===== src/source/msrh_mini_defs.svh =====
`ifndef MSRH_MINI_DEFS_SVH
`define MSRH_MINI_DEFS_SVH

// Integer data path width
`define MSRH_MINI_XLEN 16

// Architectural integer registers
`define MSRH_MINI_REG_NUM 8

// Issue queue entries, also the number of dispatch credits
`define MSRH_MINI_IQ_DEPTH 4

// Commit id width, the id wraps
`define MSRH_MINI_CMT_ID_W 6

// Shift-add multiply, one multiplier bit per cycle
`define MSRH_MINI_MUL_CYCLES 16

`endif


===== src/source/msrh_mini_ctrl_pkg.sv =====
`default_nettype none

`include "msrh_mini_defs.svh"

package msrh_mini_ctrl_pkg;

  // Tag carried from dispatch to the completion report
  typedef logic [`MSRH_MINI_CMT_ID_W-1:0] cmt_id_t;

  // Holds 0 up to the full queue depth
  typedef logic [$clog2(`MSRH_MINI_IQ_DEPTH+1)-1:0] credit_t;

  // Integer pipe EX2 state
  typedef enum logic {
    ALU_IDLE = 1'b0,
    ALU_MUL  = 1'b1
  } alu_state_t;

endpackage

`default_nettype wire


===== src/source/msrh_mini_inst_pkg.sv =====
`default_nettype none

`include "msrh_mini_defs.svh"

package msrh_mini_inst_pkg;

  // Integer pipe operations
  typedef enum logic [2:0] {
    OP_ADD = 3'd0,
    OP_SUB = 3'd1,
    OP_AND = 3'd2,
    OP_OR  = 3'd3,
    OP_XOR = 3'd4,
    OP_LI  = 3'd5,
    OP_MUL = 3'd6
  } op_t;

  // Architectural register index
  typedef logic [$clog2(`MSRH_MINI_REG_NUM)-1:0] reg_idx_t;

  typedef logic [`MSRH_MINI_XLEN-1:0] xdata_t;

  // Immediate, used by load-immediate only
  typedef logic [`MSRH_MINI_XLEN-1:0] imm_t;

endpackage

`default_nettype wire


===== src/source/msrh_mini_dispatch.sv =====
`default_nettype none
`timescale 1ns/100ps

`include "msrh_mini_defs.svh"

module msrh_mini_dispatch (
  input  wire                          i_clk,
  input  wire                          i_arst_n,

  input  wire                          i_inst_valid,
  input  msrh_mini_inst_pkg::op_t      i_inst_op,
  input  msrh_mini_inst_pkg::reg_idx_t i_inst_rd,
  input  msrh_mini_inst_pkg::reg_idx_t i_inst_rs1,
  input  msrh_mini_inst_pkg::reg_idx_t i_inst_rs2,
  input  msrh_mini_inst_pkg::imm_t     i_inst_imm,
  output logic                         o_inst_ready,

  input  wire                          i_iq_credit,
  output logic                         o_iq_push,
  output msrh_mini_inst_pkg::op_t      o_iq_op,
  output msrh_mini_inst_pkg::reg_idx_t o_iq_rd,
  output msrh_mini_inst_pkg::reg_idx_t o_iq_rs1,
  output msrh_mini_inst_pkg::reg_idx_t o_iq_rs2,
  output msrh_mini_inst_pkg::imm_t     o_iq_imm,
  output msrh_mini_ctrl_pkg::cmt_id_t  o_iq_cmt_id
);

  msrh_mini_ctrl_pkg::credit_t credit_q;
  msrh_mini_ctrl_pkg::cmt_id_t cmt_id_q;
  logic                        accept;

  // Accept only while the queue has a free slot reserved for us
  assign o_inst_ready = (credit_q != '0);
  assign accept       = i_inst_valid && o_inst_ready;

  // Spend on accept, regain on each freed queue entry
  always_ff @(posedge i_clk or negedge i_arst_n) begin
    if (!i_arst_n) begin
      credit_q  <= msrh_mini_ctrl_pkg::credit_t'(`MSRH_MINI_IQ_DEPTH);
      cmt_id_q  <= '0;
      o_iq_push <= 1'b0;
    end else begin
      credit_q  <= credit_q - msrh_mini_ctrl_pkg::credit_t'(accept)
                            + msrh_mini_ctrl_pkg::credit_t'(i_iq_credit);
      o_iq_push <= accept;
      if (accept) begin
        cmt_id_q <= cmt_id_q + 1'b1;
      end
    end
  end

  // Push payload, stamped with the commit id at acceptance
  always_ff @(posedge i_clk) begin
    if (accept) begin
      o_iq_op     <= i_inst_op;
      o_iq_rd     <= i_inst_rd;
      o_iq_rs1    <= i_inst_rs1;
      o_iq_rs2    <= i_inst_rs2;
      o_iq_imm    <= i_inst_imm;
      o_iq_cmt_id <= cmt_id_q;
    end
  end

endmodule

`default_nettype wire


===== src/source/msrh_mini_int_alu.sv =====
`default_nettype none
`timescale 1ns/100ps

`include "msrh_mini_defs.svh"

module msrh_mini_int_alu (
  input  wire                          i_clk,
  input  wire                          i_arst_n,

  input  wire                          i_issue_valid,
  input  msrh_mini_inst_pkg::op_t      i_issue_op,
  input  msrh_mini_inst_pkg::reg_idx_t i_issue_rd,
  input  msrh_mini_inst_pkg::reg_idx_t i_issue_rs1,
  input  msrh_mini_inst_pkg::reg_idx_t i_issue_rs2,
  input  msrh_mini_inst_pkg::imm_t     i_issue_imm,
  input  msrh_mini_ctrl_pkg::cmt_id_t  i_issue_cmt_id,
  output logic                         o_issue_ready,

  output msrh_mini_inst_pkg::reg_idx_t o_rs1_idx,
  output msrh_mini_inst_pkg::reg_idx_t o_rs2_idx,
  input  msrh_mini_inst_pkg::xdata_t   i_rs1_data,
  input  msrh_mini_inst_pkg::xdata_t   i_rs2_data,

  output logic                         o_wr_en,
  output msrh_mini_inst_pkg::reg_idx_t o_wr_idx,
  output msrh_mini_inst_pkg::xdata_t   o_wr_data,

  output logic                         o_done_valid,
  output msrh_mini_ctrl_pkg::cmt_id_t  o_done_cmt_id,
  output msrh_mini_inst_pkg::reg_idx_t o_done_rd,
  output msrh_mini_inst_pkg::xdata_t   o_done_data
);

  localparam int MUL_CNT_W = $clog2(`MSRH_MINI_MUL_CYCLES);

  msrh_mini_ctrl_pkg::alu_state_t state_q;
  logic [MUL_CNT_W-1:0]           mul_cnt_q;

  // EX1 holds the issued instruction while its operands are read
  logic                           ex1_valid_q;
  msrh_mini_inst_pkg::op_t        ex1_op_q;
  msrh_mini_inst_pkg::reg_idx_t   ex1_rd_q;
  msrh_mini_inst_pkg::reg_idx_t   ex1_rs1_q;
  msrh_mini_inst_pkg::reg_idx_t   ex1_rs2_q;
  msrh_mini_inst_pkg::imm_t       ex1_imm_q;
  msrh_mini_ctrl_pkg::cmt_id_t    ex1_cmt_id_q;
  msrh_mini_inst_pkg::xdata_t     ex1_op1;
  msrh_mini_inst_pkg::xdata_t     ex1_op2;

  // EX2 computes; op1 and op2 double as multiply shift registers
  logic                           ex2_valid_q;
  msrh_mini_inst_pkg::op_t        ex2_op_q;
  msrh_mini_inst_pkg::reg_idx_t   ex2_rd_q;
  msrh_mini_inst_pkg::imm_t       ex2_imm_q;
  msrh_mini_ctrl_pkg::cmt_id_t    ex2_cmt_id_q;
  msrh_mini_inst_pkg::xdata_t     ex2_op1_q;
  msrh_mini_inst_pkg::xdata_t     ex2_op2_q;
  msrh_mini_inst_pkg::xdata_t     mul_prod_q;
  msrh_mini_inst_pkg::xdata_t     ex2_result;
  logic                           ex2_wr;
  logic                           pipe_idle;

  assign pipe_idle     = (state_q == msrh_mini_ctrl_pkg::ALU_IDLE);
  assign o_issue_ready = pipe_idle;

  // ------------------------------------------------------------------------
  // EX1 operand read with forwarding from EX2
  // ------------------------------------------------------------------------
  assign o_rs1_idx = ex1_rs1_q;
  assign o_rs2_idx = ex1_rs2_q;
  assign ex1_op1   = (ex2_wr && (ex2_rd_q == ex1_rs1_q)) ? ex2_result : i_rs1_data;
  assign ex1_op2   = (ex2_wr && (ex2_rd_q == ex1_rs2_q)) ? ex2_result : i_rs2_data;

  // ------------------------------------------------------------------------
  // EX2 result and write back
  // ------------------------------------------------------------------------
  always_comb begin
    case (ex2_op_q)
      msrh_mini_inst_pkg::OP_ADD: ex2_result = ex2_op1_q + ex2_op2_q;
      msrh_mini_inst_pkg::OP_SUB: ex2_result = ex2_op1_q - ex2_op2_q;
      msrh_mini_inst_pkg::OP_AND: ex2_result = ex2_op1_q & ex2_op2_q;
      msrh_mini_inst_pkg::OP_OR:  ex2_result = ex2_op1_q | ex2_op2_q;
      msrh_mini_inst_pkg::OP_XOR: ex2_result = ex2_op1_q ^ ex2_op2_q;
      msrh_mini_inst_pkg::OP_LI:  ex2_result = ex2_imm_q;
      msrh_mini_inst_pkg::OP_MUL: ex2_result = mul_prod_q;
      default:                    ex2_result = '0;
    endcase
  end

  // A multiply in EX2 reports only once the FSM is back in idle
  assign ex2_wr        = ex2_valid_q && pipe_idle;
  assign o_wr_en       = ex2_wr;
  assign o_wr_idx      = ex2_rd_q;
  assign o_wr_data     = ex2_result;
  assign o_done_valid  = ex2_wr;
  assign o_done_cmt_id = ex2_cmt_id_q;
  assign o_done_rd     = ex2_rd_q;
  assign o_done_data   = ex2_result;

  // ------------------------------------------------------------------------
  // Pipe control and multiply FSM
  // ------------------------------------------------------------------------
  always_ff @(posedge i_clk or negedge i_arst_n) begin
    if (!i_arst_n) begin
      state_q     <= msrh_mini_ctrl_pkg::ALU_IDLE;
      mul_cnt_q   <= '0;
      ex1_valid_q <= 1'b0;
      ex2_valid_q <= 1'b0;
    end else begin
      case (state_q)
        msrh_mini_ctrl_pkg::ALU_IDLE: begin
          ex1_valid_q <= i_issue_valid;
          ex2_valid_q <= ex1_valid_q;
          mul_cnt_q   <= '0;
          if (ex1_valid_q && (ex1_op_q == msrh_mini_inst_pkg::OP_MUL)) begin
            state_q <= msrh_mini_ctrl_pkg::ALU_MUL;
          end
        end
        msrh_mini_ctrl_pkg::ALU_MUL: begin
          mul_cnt_q <= mul_cnt_q + 1'b1;
          if (mul_cnt_q == MUL_CNT_W'(`MSRH_MINI_MUL_CYCLES - 1)) begin
            state_q <= msrh_mini_ctrl_pkg::ALU_IDLE;
          end
        end
        default: state_q <= msrh_mini_ctrl_pkg::ALU_IDLE;
      endcase
    end
  end

  always_ff @(posedge i_clk) begin
    if (pipe_idle) begin
      ex1_op_q     <= i_issue_op;
      ex1_rd_q     <= i_issue_rd;
      ex1_rs1_q    <= i_issue_rs1;
      ex1_rs2_q    <= i_issue_rs2;
      ex1_imm_q    <= i_issue_imm;
      ex1_cmt_id_q <= i_issue_cmt_id;
      ex2_op_q     <= ex1_op_q;
      ex2_rd_q     <= ex1_rd_q;
      ex2_imm_q    <= ex1_imm_q;
      ex2_cmt_id_q <= ex1_cmt_id_q;
      ex2_op1_q    <= ex1_op1;
      ex2_op2_q    <= ex1_op2;
      mul_prod_q   <= '0;
    end else begin
      // One multiplier bit per cycle, low half of the product kept
      mul_prod_q <= mul_prod_q + (ex2_op2_q[0] ? ex2_op1_q : '0);
      ex2_op1_q  <= ex2_op1_q << 1;
      ex2_op2_q  <= ex2_op2_q >> 1;
    end
  end

endmodule

`default_nettype wire


===== src/source/msrh_mini_int_regfile.sv =====
`default_nettype none
`timescale 1ns/100ps

`include "msrh_mini_defs.svh"

module msrh_mini_int_regfile (
  input  wire                          i_clk,
  input  wire                          i_arst_n,

  input  msrh_mini_inst_pkg::reg_idx_t i_rd0_idx,
  output msrh_mini_inst_pkg::xdata_t   o_rd0_data,
  input  msrh_mini_inst_pkg::reg_idx_t i_rd1_idx,
  output msrh_mini_inst_pkg::xdata_t   o_rd1_data,

  input  wire                          i_wr_en,
  input  msrh_mini_inst_pkg::reg_idx_t i_wr_idx,
  input  msrh_mini_inst_pkg::xdata_t   i_wr_data
);

  msrh_mini_inst_pkg::xdata_t regs_q [`MSRH_MINI_REG_NUM];

  // Reads see the value before any write on this edge
  assign o_rd0_data = regs_q[i_rd0_idx];
  assign o_rd1_data = regs_q[i_rd1_idx];

  // All registers are writable, register 0 included
  always_ff @(posedge i_clk or negedge i_arst_n) begin
    if (!i_arst_n) begin
      for (int i = 0; i < `MSRH_MINI_REG_NUM; i++) begin
        regs_q[i] <= '0;
      end
    end else if (i_wr_en) begin
      regs_q[i_wr_idx] <= i_wr_data;
    end
  end

endmodule

`default_nettype wire


===== src/source/msrh_mini_issue_queue.sv =====
`default_nettype none
`timescale 1ns/100ps

`include "msrh_mini_defs.svh"

module msrh_mini_issue_queue (
  input  wire                          i_clk,
  input  wire                          i_arst_n,

  input  wire                          i_push,
  input  msrh_mini_inst_pkg::op_t      i_op,
  input  msrh_mini_inst_pkg::reg_idx_t i_rd,
  input  msrh_mini_inst_pkg::reg_idx_t i_rs1,
  input  msrh_mini_inst_pkg::reg_idx_t i_rs2,
  input  msrh_mini_inst_pkg::imm_t     i_imm,
  input  msrh_mini_ctrl_pkg::cmt_id_t  i_cmt_id,
  output logic                         o_credit,

  output logic                         o_issue_valid,
  output msrh_mini_inst_pkg::op_t      o_issue_op,
  output msrh_mini_inst_pkg::reg_idx_t o_issue_rd,
  output msrh_mini_inst_pkg::reg_idx_t o_issue_rs1,
  output msrh_mini_inst_pkg::reg_idx_t o_issue_rs2,
  output msrh_mini_inst_pkg::imm_t     o_issue_imm,
  output msrh_mini_ctrl_pkg::cmt_id_t  o_issue_cmt_id,
  input  wire                          i_issue_ready
);

  localparam int PTR_W = $clog2(`MSRH_MINI_IQ_DEPTH);

  // ------------------------------------------------------------------------
  // Entry storage
  // ------------------------------------------------------------------------
  msrh_mini_inst_pkg::op_t      op_q     [`MSRH_MINI_IQ_DEPTH];
  msrh_mini_inst_pkg::reg_idx_t rd_q     [`MSRH_MINI_IQ_DEPTH];
  msrh_mini_inst_pkg::reg_idx_t rs1_q    [`MSRH_MINI_IQ_DEPTH];
  msrh_mini_inst_pkg::reg_idx_t rs2_q    [`MSRH_MINI_IQ_DEPTH];
  msrh_mini_inst_pkg::imm_t     imm_q    [`MSRH_MINI_IQ_DEPTH];
  msrh_mini_ctrl_pkg::cmt_id_t  cmt_id_q [`MSRH_MINI_IQ_DEPTH];

  // Extra wrap bit tells full from empty
  logic [PTR_W:0] wr_ptr_q;
  logic [PTR_W:0] rd_ptr_q;
  logic           issue_fire;

  assign o_issue_valid = (wr_ptr_q != rd_ptr_q);
  assign issue_fire    = o_issue_valid && i_issue_ready;
  assign o_credit      = issue_fire;

  // Head entry, in push order
  assign o_issue_op     = op_q    [rd_ptr_q[PTR_W-1:0]];
  assign o_issue_rd     = rd_q    [rd_ptr_q[PTR_W-1:0]];
  assign o_issue_rs1    = rs1_q   [rd_ptr_q[PTR_W-1:0]];
  assign o_issue_rs2    = rs2_q   [rd_ptr_q[PTR_W-1:0]];
  assign o_issue_imm    = imm_q   [rd_ptr_q[PTR_W-1:0]];
  assign o_issue_cmt_id = cmt_id_q[rd_ptr_q[PTR_W-1:0]];

  always_ff @(posedge i_clk or negedge i_arst_n) begin
    if (!i_arst_n) begin
      wr_ptr_q <= '0;
      rd_ptr_q <= '0;
    end else begin
      if (i_push) begin
        wr_ptr_q <= wr_ptr_q + 1'b1;
      end
      if (issue_fire) begin
        rd_ptr_q <= rd_ptr_q + 1'b1;
      end
    end
  end

  // Dispatch credits guarantee a free slot on every push
  always_ff @(posedge i_clk) begin
    if (i_push) begin
      op_q    [wr_ptr_q[PTR_W-1:0]] <= i_op;
      rd_q    [wr_ptr_q[PTR_W-1:0]] <= i_rd;
      rs1_q   [wr_ptr_q[PTR_W-1:0]] <= i_rs1;
      rs2_q   [wr_ptr_q[PTR_W-1:0]] <= i_rs2;
      imm_q   [wr_ptr_q[PTR_W-1:0]] <= i_imm;
      cmt_id_q[wr_ptr_q[PTR_W-1:0]] <= i_cmt_id;
    end
  end

endmodule

`default_nettype wire


===== src/source/msrh_mini_tile.sv =====
`default_nettype none
`timescale 1ns/100ps

module msrh_mini_tile (
  input  wire                          i_clk,
  input  wire                          i_arst_n,

  input  wire                          i_inst_valid,
  input  msrh_mini_inst_pkg::op_t      i_inst_op,
  input  msrh_mini_inst_pkg::reg_idx_t i_inst_rd,
  input  msrh_mini_inst_pkg::reg_idx_t i_inst_rs1,
  input  msrh_mini_inst_pkg::reg_idx_t i_inst_rs2,
  input  msrh_mini_inst_pkg::imm_t     i_inst_imm,
  output logic                         o_inst_ready,

  output logic                         o_done_valid,
  output msrh_mini_ctrl_pkg::cmt_id_t  o_done_cmt_id,
  output msrh_mini_inst_pkg::reg_idx_t o_done_rd,
  output msrh_mini_inst_pkg::xdata_t   o_done_data
);

  // ------------------------------------------------------------------------
  // Dispatch to issue queue
  // ------------------------------------------------------------------------
  logic                         w_iq_push;
  logic                         w_iq_credit;
  msrh_mini_inst_pkg::op_t      w_iq_op;
  msrh_mini_inst_pkg::reg_idx_t w_iq_rd;
  msrh_mini_inst_pkg::reg_idx_t w_iq_rs1;
  msrh_mini_inst_pkg::reg_idx_t w_iq_rs2;
  msrh_mini_inst_pkg::imm_t     w_iq_imm;
  msrh_mini_ctrl_pkg::cmt_id_t  w_iq_cmt_id;

  // ------------------------------------------------------------------------
  // Issue queue to integer pipe
  // ------------------------------------------------------------------------
  logic                         w_issue_valid;
  logic                         w_issue_ready;
  msrh_mini_inst_pkg::op_t      w_issue_op;
  msrh_mini_inst_pkg::reg_idx_t w_issue_rd;
  msrh_mini_inst_pkg::reg_idx_t w_issue_rs1;
  msrh_mini_inst_pkg::reg_idx_t w_issue_rs2;
  msrh_mini_inst_pkg::imm_t     w_issue_imm;
  msrh_mini_ctrl_pkg::cmt_id_t  w_issue_cmt_id;

  // Register file ports
  msrh_mini_inst_pkg::reg_idx_t w_rs1_idx;
  msrh_mini_inst_pkg::reg_idx_t w_rs2_idx;
  msrh_mini_inst_pkg::xdata_t   w_rs1_data;
  msrh_mini_inst_pkg::xdata_t   w_rs2_data;
  logic                         w_wr_en;
  msrh_mini_inst_pkg::reg_idx_t w_wr_idx;
  msrh_mini_inst_pkg::xdata_t   w_wr_data;

  msrh_mini_dispatch u_dispatch (
    .i_clk        (i_clk),
    .i_arst_n     (i_arst_n),
    .i_inst_valid (i_inst_valid),
    .i_inst_op    (i_inst_op),
    .i_inst_rd    (i_inst_rd),
    .i_inst_rs1   (i_inst_rs1),
    .i_inst_rs2   (i_inst_rs2),
    .i_inst_imm   (i_inst_imm),
    .o_inst_ready (o_inst_ready),
    .i_iq_credit  (w_iq_credit),
    .o_iq_push    (w_iq_push),
    .o_iq_op      (w_iq_op),
    .o_iq_rd      (w_iq_rd),
    .o_iq_rs1     (w_iq_rs1),
    .o_iq_rs2     (w_iq_rs2),
    .o_iq_imm     (w_iq_imm),
    .o_iq_cmt_id  (w_iq_cmt_id)
  );

  msrh_mini_issue_queue u_issue_queue (
    .i_clk          (i_clk),
    .i_arst_n       (i_arst_n),
    .i_push         (w_iq_push),
    .i_op           (w_iq_op),
    .i_rd           (w_iq_rd),
    .i_rs1          (w_iq_rs1),
    .i_rs2          (w_iq_rs2),
    .i_imm          (w_iq_imm),
    .i_cmt_id       (w_iq_cmt_id),
    .o_credit       (w_iq_credit),
    .o_issue_valid  (w_issue_valid),
    .o_issue_op     (w_issue_op),
    .o_issue_rd     (w_issue_rd),
    .o_issue_rs1    (w_issue_rs1),
    .o_issue_rs2    (w_issue_rs2),
    .o_issue_imm    (w_issue_imm),
    .o_issue_cmt_id (w_issue_cmt_id),
    .i_issue_ready  (w_issue_ready)
  );

  msrh_mini_int_alu u_int_alu (
    .i_clk          (i_clk),
    .i_arst_n       (i_arst_n),
    .i_issue_valid  (w_issue_valid),
    .i_issue_op     (w_issue_op),
    .i_issue_rd     (w_issue_rd),
    .i_issue_rs1    (w_issue_rs1),
    .i_issue_rs2    (w_issue_rs2),
    .i_issue_imm    (w_issue_imm),
    .i_issue_cmt_id (w_issue_cmt_id),
    .o_issue_ready  (w_issue_ready),
    .o_rs1_idx      (w_rs1_idx),
    .o_rs2_idx      (w_rs2_idx),
    .i_rs1_data     (w_rs1_data),
    .i_rs2_data     (w_rs2_data),
    .o_wr_en        (w_wr_en),
    .o_wr_idx       (w_wr_idx),
    .o_wr_data      (w_wr_data),
    .o_done_valid   (o_done_valid),
    .o_done_cmt_id  (o_done_cmt_id),
    .o_done_rd      (o_done_rd),
    .o_done_data    (o_done_data)
  );

  msrh_mini_int_regfile u_int_regfile (
    .i_clk      (i_clk),
    .i_arst_n   (i_arst_n),
    .i_rd0_idx  (w_rs1_idx),
    .o_rd0_data (w_rs1_data),
    .i_rd1_idx  (w_rs2_idx),
    .o_rd1_data (w_rs2_data),
    .i_wr_en    (w_wr_en),
    .i_wr_idx   (w_wr_idx),
    .i_wr_data  (w_wr_data)
  );

endmodule

`default_nettype wire

===== config.mk =====
export PLATFORM = sky130hd
export DESIGN_NAME = msrh_mini_tile
export DESIGN_NICKNAME = d
export VERILOG_FILES = /design/src/source/msrh_mini_ctrl_pkg.sv /design/src/source/msrh_mini_inst_pkg.sv /design/src/source/msrh_mini_dispatch.sv /design/src/source/msrh_mini_int_alu.sv /design/src/source/msrh_mini_int_regfile.sv /design/src/source/msrh_mini_issue_queue.sv /design/src/source/msrh_mini_tile.sv
export VERILOG_INCLUDE_DIRS = /design/src /design/src/source
export SDC_FILE = /design/constraint.sdc
export NUM_CORES = 1
export LEC_CHECK = 0
export BUFFER_PORTS_ARGS = -buffer_cell sky130_fd_sc_hd__buf_4
export CORE_MARGIN = 2
export CORE_UTILIZATION = 35
export DETAILED_ROUTE_END_ITERATION = 12
export GPL_ROUTABILITY_DRIVEN = 0
export PLACE_DENSITY = 0.55
export REMOVE_ABC_BUFFERS = 1
export SLEW_MARGIN = 20
export SYNTH_ARGS = -nofsm -noshare
export SYNTH_HDL_FRONTEND = slang
export SYNTH_SLANG_ARGS = --single-unit

===== constraint.sdc =====
create_clock -name i_clk -period 5.1 [get_ports i_clk]
set_clock_uncertainty 0.15 [all_clocks]
set_input_delay 0.255 -clock i_clk [delete_from_list [all_inputs] [get_ports i_clk]]
set_output_delay 0.255 -clock i_clk [all_outputs]
set_load 0.05 [all_outputs]

== Word level (Yosys, flattened, before mapping) ==
Memory sizes are Yosys's and may differ from the RTL's. A register that Yosys moved wholly into a read port is not among the register bits.
Index checks and enable logic that the tools add are counted.

* Flip-flop bits (word level): 261
* Latch bits: 0
* Bits in writable memories: 136
* Memory bits (read-only): 0
* Input bits: 31
* Output and inout port bits: 27
* Logic and storage cells: 105
* Memories kept: 6

* $add $sub $neg: 9
* Multiply operators: 0
* Div/mod/pow operators: 0
* $lt $le $gt $ge: 4
* Eq/ne operators: 11
* Shift operators: 0
* Multiplexer cells: 21
* Bitwise gates (word level): 7
* Reductions and logical operators: 15

{| class="wikitable"
|+ Memory list
! name !! words !! width !! rd ports !! clocked after memory_dff !! write ports !! RTL line !! source
|-
| u_issue_queue.imm_q || 4 || 16 || 1 || 1 || 1 || msrh_mini_issue_queue.sv:38 || <nowiki>msrh_mini_inst_pkg::imm_t imm_q [`MSRH_MINI_IQ_DEPTH];</nowiki>
|-
| u_issue_queue.cmt_id_q || 4 || 6 || 1 || 1 || 1 || msrh_mini_issue_queue.sv:39 || <nowiki>msrh_mini_ctrl_pkg::cmt_id_t cmt_id_q [`MSRH_MINI_IQ_DEPTH];</nowiki>
|-
| u_issue_queue.op_q || 4 || 3 || 1 || 1 || 1 || msrh_mini_issue_queue.sv:34 || <nowiki>msrh_mini_inst_pkg::op_t op_q [`MSRH_MINI_IQ_DEPTH];</nowiki>
|-
| u_issue_queue.rd_q || 4 || 3 || 1 || 1 || 1 || msrh_mini_issue_queue.sv:35 || <nowiki>msrh_mini_inst_pkg::reg_idx_t rd_q [`MSRH_MINI_IQ_DEPTH];</nowiki>
|-
| u_issue_queue.rs1_q || 4 || 3 || 1 || 1 || 1 || msrh_mini_issue_queue.sv:36 || <nowiki>msrh_mini_inst_pkg::reg_idx_t rs1_q [`MSRH_MINI_IQ_DEPTH];</nowiki>
|-
| u_issue_queue.rs2_q || 4 || 3 || 1 || 1 || 1 || msrh_mini_issue_queue.sv:37 || <nowiki>msrh_mini_inst_pkg::reg_idx_t rs2_q [`MSRH_MINI_IQ_DEPTH];</nowiki>
|}

{| class="wikitable"
|+ Operators with widths
! operator !! number
|-
| 16-bit 2-to-1 mux || 9
|-
| 128-bit bitwise mux || 1
|-
| 16-bit case mux with 7 select lines || 1
|-
| 16-bit binary-select mux with 3-bit select || 2
|-
| 16-bit demux with 3-bit select || 1
|-
| 16-bit adder || 2
|-
| 16-bit AND || 1
|-
| 16-bit bitwise OR || 1
|-
| 16-bit subtractor || 1
|-
| 16-bit XOR || 1
|-
| 15-bit 2-to-1 mux || 1
|-
| 3-bit equality test (second input constant) || 4
|-
| 4-bit greater-or-equal comparator (second input constant) || 3
|-
| 3-bit inverter with 4-bit output || 3
|-
| 4-bit case mux with 2 select lines || 1
|-
| 1-bit logical AND || 7
|-
| 3-bit by 1-bit adder with 3-bit output (second input constant) || 2
|-
| 6-bit by 1-bit adder with 6-bit output (second input constant) || 1
|-
| 3-bit by 2-bit equality test with 1-bit output (second input constant) || 2
|-
| 3-bit equality test || 2
|-
| 1-bit logical NOT || 6
|-
| 4-bit by 1-bit adder with 4-bit output (second input constant) || 1
|-
| 4-bit equality test (second input constant) || 1
|-
| 4-bit by 1-bit less-than comparator with 1-bit output (second input constant) || 1
|-
| other kinds (9) || 12
|}

== Logic depth before layout (Yosys ltp) ==
* Word-level depth: 6
* Gate-level depth with buffers: 16
* Gate-level depth less buffers: 14

== By module ==
From an unflattened synthesis, not the netlist that was laid out.

* Cell total of the unflattened synthesis: 1426
* Area, all modules: 21081.5 um^2

{| class="wikitable"
|+ Modules (own cells, without submodules)
! module !! times used !! cells each !! area an instance (um^2) !! seq. area each (um^2)
|-
| msrh_mini_int_alu || 1 || 746 || 7215.7 || 2997.9
|-
| msrh_mini_int_regfile || 1 || 393 || 7000.5 || 3203.1
|-
| msrh_mini_issue_queue || 1 || 219 || 5390.2 || 4234.1
|-
| msrh_mini_dispatch || 1 || 68 || 1475.2 || 1272.5
|}

== Least setup slack after synthesis ==
No wires, ideal clock.

* Path kind: register to output
* Start: register u_int_alu.ex2_op2_q[0]
* End: output o_done_data[15]
* Arrival: 3.473 ns
* Required time: 4.695 ns
* Slack: 1.222 ns
* Stages on the path, launching flop included: 17
* Path buffers: 2
* Cells stage by stage: dfxtp_1 -> inv_1 -> buf_1 -> ha_1 -> nand3_1 -> nor3b_1 -> a31oi_1 -> xnor2_1 -> ha_1 -> a21oi_1 -> o22ai_1 -> nor3b_1 -> a21oi_1 -> o211a_1 -> o21ai_1 -> buf_2 -> nand2_1

* Word-level cells in the longest chain between the ends: 2
* Elaborated cells between the ends (all ways): 3
* Classes of those cells: add/sub: 2; mux: 1

{| class="wikitable"
|+ RTL lines
! element !! RTL line !! source
|-
| start, declared || msrh_mini_int_alu.sv:57 || <nowiki>msrh_mini_inst_pkg::xdata_t ex2_op2_q;</nowiki>
|-
| start signal, assigned || msrh_mini_int_alu.sv:143 || <nowiki>ex2_op2_q <= ex1_op2;</nowiki>
|-
| start signal, assigned || msrh_mini_int_alu.sv:149 || <nowiki>ex2_op2_q <= ex2_op2_q >> 1;</nowiki>
|-
| 16-bit subtractor or 16-bit adder (tied branches) || msrh_mini_int_alu.sv:80, msrh_mini_int_alu.sv:79 ||
|-
| 16-bit case mux with 7 select lines (*) || msrh_mini_int_alu.sv:78 || <nowiki>case (ex2_op_q)</nowiki>
|-
| end, declared || msrh_mini_tile.sv:19 || <nowiki>output msrh_mini_inst_pkg::xdata_t o_done_data</nowiki>
|}

Every way passes the cells marked *; elsewhere a longest branch is shown, timed or not.

== Worst setup path after layout ==
* Start: register u_int_alu.ex2_op2_q[5]
* End: output o_done_data[14]

The elaborated chain is that of the path after synthesis.

==> Implementation_results.wiki <==
{| class="wikitable"
! Metric !! Value
|-
| Die extent in y || 244.9 um
|-
| Highest cell delay on the worst timing path || 0.42 ns
|-
| Period minus WS final || 4.755 ns
|-
| Gate count of the mapped netlist || 1559
|-
| CTS tree || done
|-
| Yosys reg bits || 431
|-
| Clock buffer count from CTS || 47
|-
| Remaining routing DRC violations || 0
|-
| Critical Path Source Type || register
|-
| N_diodes || 0
|-
| Share of layout cells above drive strength 1 || 20.19%
|-
| Number of violations reported at the end of detailed-routing iteration 0 || 878
|-
| Number of distinct library cell variants in the gate-level netlist after synthesis || 76
|-
| Total standard cell area after synthesis || 20320 um2
|-
| Hold violation count in the final report || 0
|-
| Rel. slew slack || 26.50%
|-
| CORE AREA || 57590 um2
|-
| Leakage || 0.009232 uW
|-
| Largest area contributor in the synthesized netlist || sky130_fd_sc_hd__edfxtp_1
|-
| Clock sinks || 431
|-
| Number of vias after detailed routing || 12671
|-
| Root buffer cell || sky130_fd_sc_hd__clkbuf_16
|-
| Synth top area cells || sky130_fd_sc_hd__edfxtp_1 34%, sky130_fd_sc_hd__dfrtp_1 18%, sky130_fd_sc_hd__mux4_2 11%, sky130_fd_sc_hd__dfxtp_1 4.7%, sky130_fd_sc_hd__ha_1 4.4%
|-
| Cell area after placement || 21590 um2
|-
| Most common cell after layout, fill and taps aside || sky130_fd_sc_hd__edfxtp_1
|-
| Utilization after layout || 40.94%
|-
| Number of warnings reported in the yosys synthesis log || 0
|-
| Arrival time reported for the critical path endpoint || 4.35 ns
|-
| Wire length of the first global-routing pass || 77160 um
|-
| Worst Setup End Kind || output pin
|-
| Overall die width || 244.9 um
|-
| Most used cells in the layout excluding fill and tap cells || 232 x sky130_fd_sc_hd__edfxtp_1, 171 x sky130_fd_sc_hd__nand2_1, 149 x sky130_fd_sc_hd__dfrtp_1
|-
| Initial Utilization || 35.28%
|-
| Antenna violations before repair || 1
|-
| Final clock period utilization by the worst path || 93.23%
|-
| Post-route antenna net violation count || 0
|-
| Post-detailed-placement half-perimeter wirelength || 32170 um
|-
| Max Buffers Root-to-Sink || 3
|-
| Number of buffers and inverters on the critical path || 3
|-
| Slowest cell on crit path || sky130_fd_sc_hd__nor3_1
|-
| Crit Path Class || register to output pin
|-
| Pre-Repair DR Iteration Count || 5
|-
| Max-cap check violation count || 0
|-
| Setup Viol. Count Final || 0
|-
| Critical path peak fanout || 11
|-
| Global-route usage over all layers || 16.67%
|-
| Result of the run || completed
|-
| Total count of max-transition violations in the final report || 0
|-
| Overflow left after global routing || 0
|-
| Clock transition at the registers of the reported paths || 0.06 ns
|-
| Path category of the worst min-delay check || input port to asynchronous set/reset pin
|-
| RSZ-0062 raised after global routing || no
|-
| Total negative setup slack || 0 ns
|-
| Number of flops mapped to enable cells by yosys || 232
|-
| Cell family with the largest share of critical-path delay || simple AND/OR/NAND/NOR gates
|-
| Top Ports || 58
|-
| FP Rows || 88
|-
| Max IR drop VDD || 0.0003284 V
|-
| Prevailing post-synth register cell || sky130_fd_sc_hd__edfxtp_1
|-
| Sequential fraction of the synthesis area || 57.63%
|-
| Worst Tran Pin Value || 1.099 ns
|-
| Routed vias/inst || 5.195
|-
| WL final || 48920 um
|-
| Maximum number of pins on one net before global-route repair || 68
|-
| Async set or reset register ratio after synthesis || 35.03%
|-
| Synth-to-layout area growth || 16.04%
|-
| Series of cell instances along the critical path || nor3_1 > nand3_1 > nor3b_1 > a31oi_1 > xnor2_1 > ha_1 > nand2_1 > or3_1 > a211oi_1 > o21ai_0 > a31oi_1 > buf_4 > inv_1 > buf_4
|-
| Highest achievable clock rate || 210.3 MHz
|-
| Yosys top cell area share || 34.29%
|-
| Power per cell area || 653.3 nW/um2
|-
| DIE AREA || 59990 um2
|-
| Required @ worst endpoint || 4.70 ns
|-
| CTS HTree Levels || 2
|-
| Final-stage net count || 1741
|-
| IO Port Bufs || 57
|-
| Post-Synthesis Mean Instance Area || 13.03 um2
|-
| Routed length per placed instance || 20.06 um
|-
| Number of global-route vias before repair || 12954
|-
| Post-route cell area || 23570 um2
|-
| Latest clock arrival within the worst-skew pair || 0.61 ns
|}
[state kept, by name, indices dropped and copies added, names as in the netlist, 4 cells and up]
name and cells:
u_int_regfile.regs_q 128, u_issue_queue.imm_q 64, u_issue_queue.cmt_id_q 24, u_dispatch.o_iq_imm 16, u_int_alu.ex1_imm_q 16, u_int_alu.ex2_imm_q 16, u_int_alu.ex2_op1_q 16, u_int_alu.ex2_op2_q 16
u_int_alu.mul_prod_q 16, u_issue_queue.op_q 12, u_issue_queue.rd_q 12, u_issue_queue.rs1_q 12, u_issue_queue.rs2_q 12, u_dispatch.cmt_id_q 6, u_dispatch.o_iq_cmt_id 6, u_int_alu.ex1_cmt_id_q 6
u_int_alu.o_done_cmt_id 6, u_int_alu.mul_cnt_q 4
[cell usage after synthesis (all sizes together), types with 4 or more instances]
cell type,n
o21a,13
nand3,10
edfxtp,232
nand4,4
nand2,174
buf,36
a31oi,14
mux2i,40
and2,10
clkbuf,59
a41oi,5
xor2,16
nor2,85
o22ai,12
nor3,19
o21ai,120
a21oi,65
nor2b,17
mux2,44
a221oi,4
ha,72
and3,9
inv,68
or3,6
nor3b,5
a21o,5
nand2b,4
dfrtp,150
o31ai,7
xnor2,31
o211ai,8
dfxtp,48
mux4,98
a211oi,17
a211o,5
[repair_timing]
| item | 4_1_cts | 5_1_grt |
|---|---|---|
| hold endpoints to repair | 93 | 0 |
| cloned | 0 | 0 |
| setup buffers | 0 | 1 |
| resized for setup | 1 | 2 |
| hold buffers | 29 | 0 |
| endpoints found under the setup margin | 1 | 6 |
[per-layer routing]
layer | wire length, um | up-vias | GRT usage (%)
met3 | 1910 | 86 | 2.318
li1 | - | 5929 | -
met5 | 13 | - | 0
met4 | 1419 | 2 | 5.631
met2 | 23490 | 273 | 27.33
met1 | 22090 | 6381 | 22.79
[report_power, final]
part / switching (uW) / internal [uW] / total, uW
sequential: 807 / 4990 / 5800
clock: 1440 / 2190 / 3640
combinational: 3460 / 2510 / 5970
total: 5710 / 9690 / 15400
[final cells by class]
class                           instances  area (um2)
Clock buffer                           63        1326
Fill cell                            5426       34010
Multi-Input combinational cell        965        7965
Clock inverter                         25       350.3
Tap cell                              765       957.2
Timing Repair Buffer                  122        1005
Inverter                               68       261.5
Sequential cell                       431       11710
[worst register-to-register path, cell delays in order, from the launching register on]
cell and delay [ns]:
sky130_fd_sc_hd__dfxtp_1 0.37, sky130_fd_sc_hd__nor3_1 0.42, sky130_fd_sc_hd__nand3_1 0.22, sky130_fd_sc_hd__nor3b_1 0.38, sky130_fd_sc_hd__a31oi_1 0.17, sky130_fd_sc_hd__xnor2_1 0.15
sky130_fd_sc_hd__ha_1 0.40, sky130_fd_sc_hd__nand2_1 0.17, sky130_fd_sc_hd__or3_1 0.39, sky130_fd_sc_hd__a211oi_1 0.28, sky130_fd_sc_hd__o21ai_0 0.15, sky130_fd_sc_hd__a31oi_1 0.20
sky130_fd_sc_hd__buf_4 0.21, sky130_fd_sc_hd__a211o_1 0.13, sky130_fd_sc_hd__o21ai_1 0.05
[logic make-up after synthesis]
kind of cell | after synthesis | share of synthesized area (%)
buffers and inverters | 163 | 3.301
multiplexers | 182 | 15.33
AO/OA/AOI/OAI | 305 | 9.244
flip-flops | 431 | 57.63
AND/OR/NAND/NOR | 356 | 7.742
adder cells (fa/ha/maj) | 75 | 4.730
XOR/XNOR | 47 | 2.026
[final timing paths]
kind	startpoint	to	slack, ns	cells after the start
setup reg to reg	u_int_alu.ex2_op2_q[5]	u_int_alu.ex2_op1_q[14]	1.09	14
hold reg to reg	u_int_alu.ex1_cmt_id_q[2]	u_int_alu.o_done_cmt_id[2]	0.27	0
max in group asynchronous	i_arst_n	u_int_regfile.regs_q[122]	3.60	3
min in group i_clk	i_inst_valid	u_dispatch.o_iq_push	0.21	3
hold / removal	i_arst_n	u_dispatch.cmt_id_q[5]	0.03	2
setup / recovery	u_int_alu.ex2_op2_q[5]	o_done_data[14]	0.35	14
[metrics by stage]
stage	setup slack (ns)	hold slack [ns]	cells	power, uW
after floorplan	0.3943	-0.1906	1464	9862
after global placement	0.6910	0.1321	2321	11720
after detailed placement	0.5962	0.1351	2321	11850
after CTS	0.1301	0.04064	2438	15560
after global routing	0.08430	0.08332	2439	16420
final	0.3451	0.02796	2439	15400
Note: power is estimated with default switching activity, not from simulation.
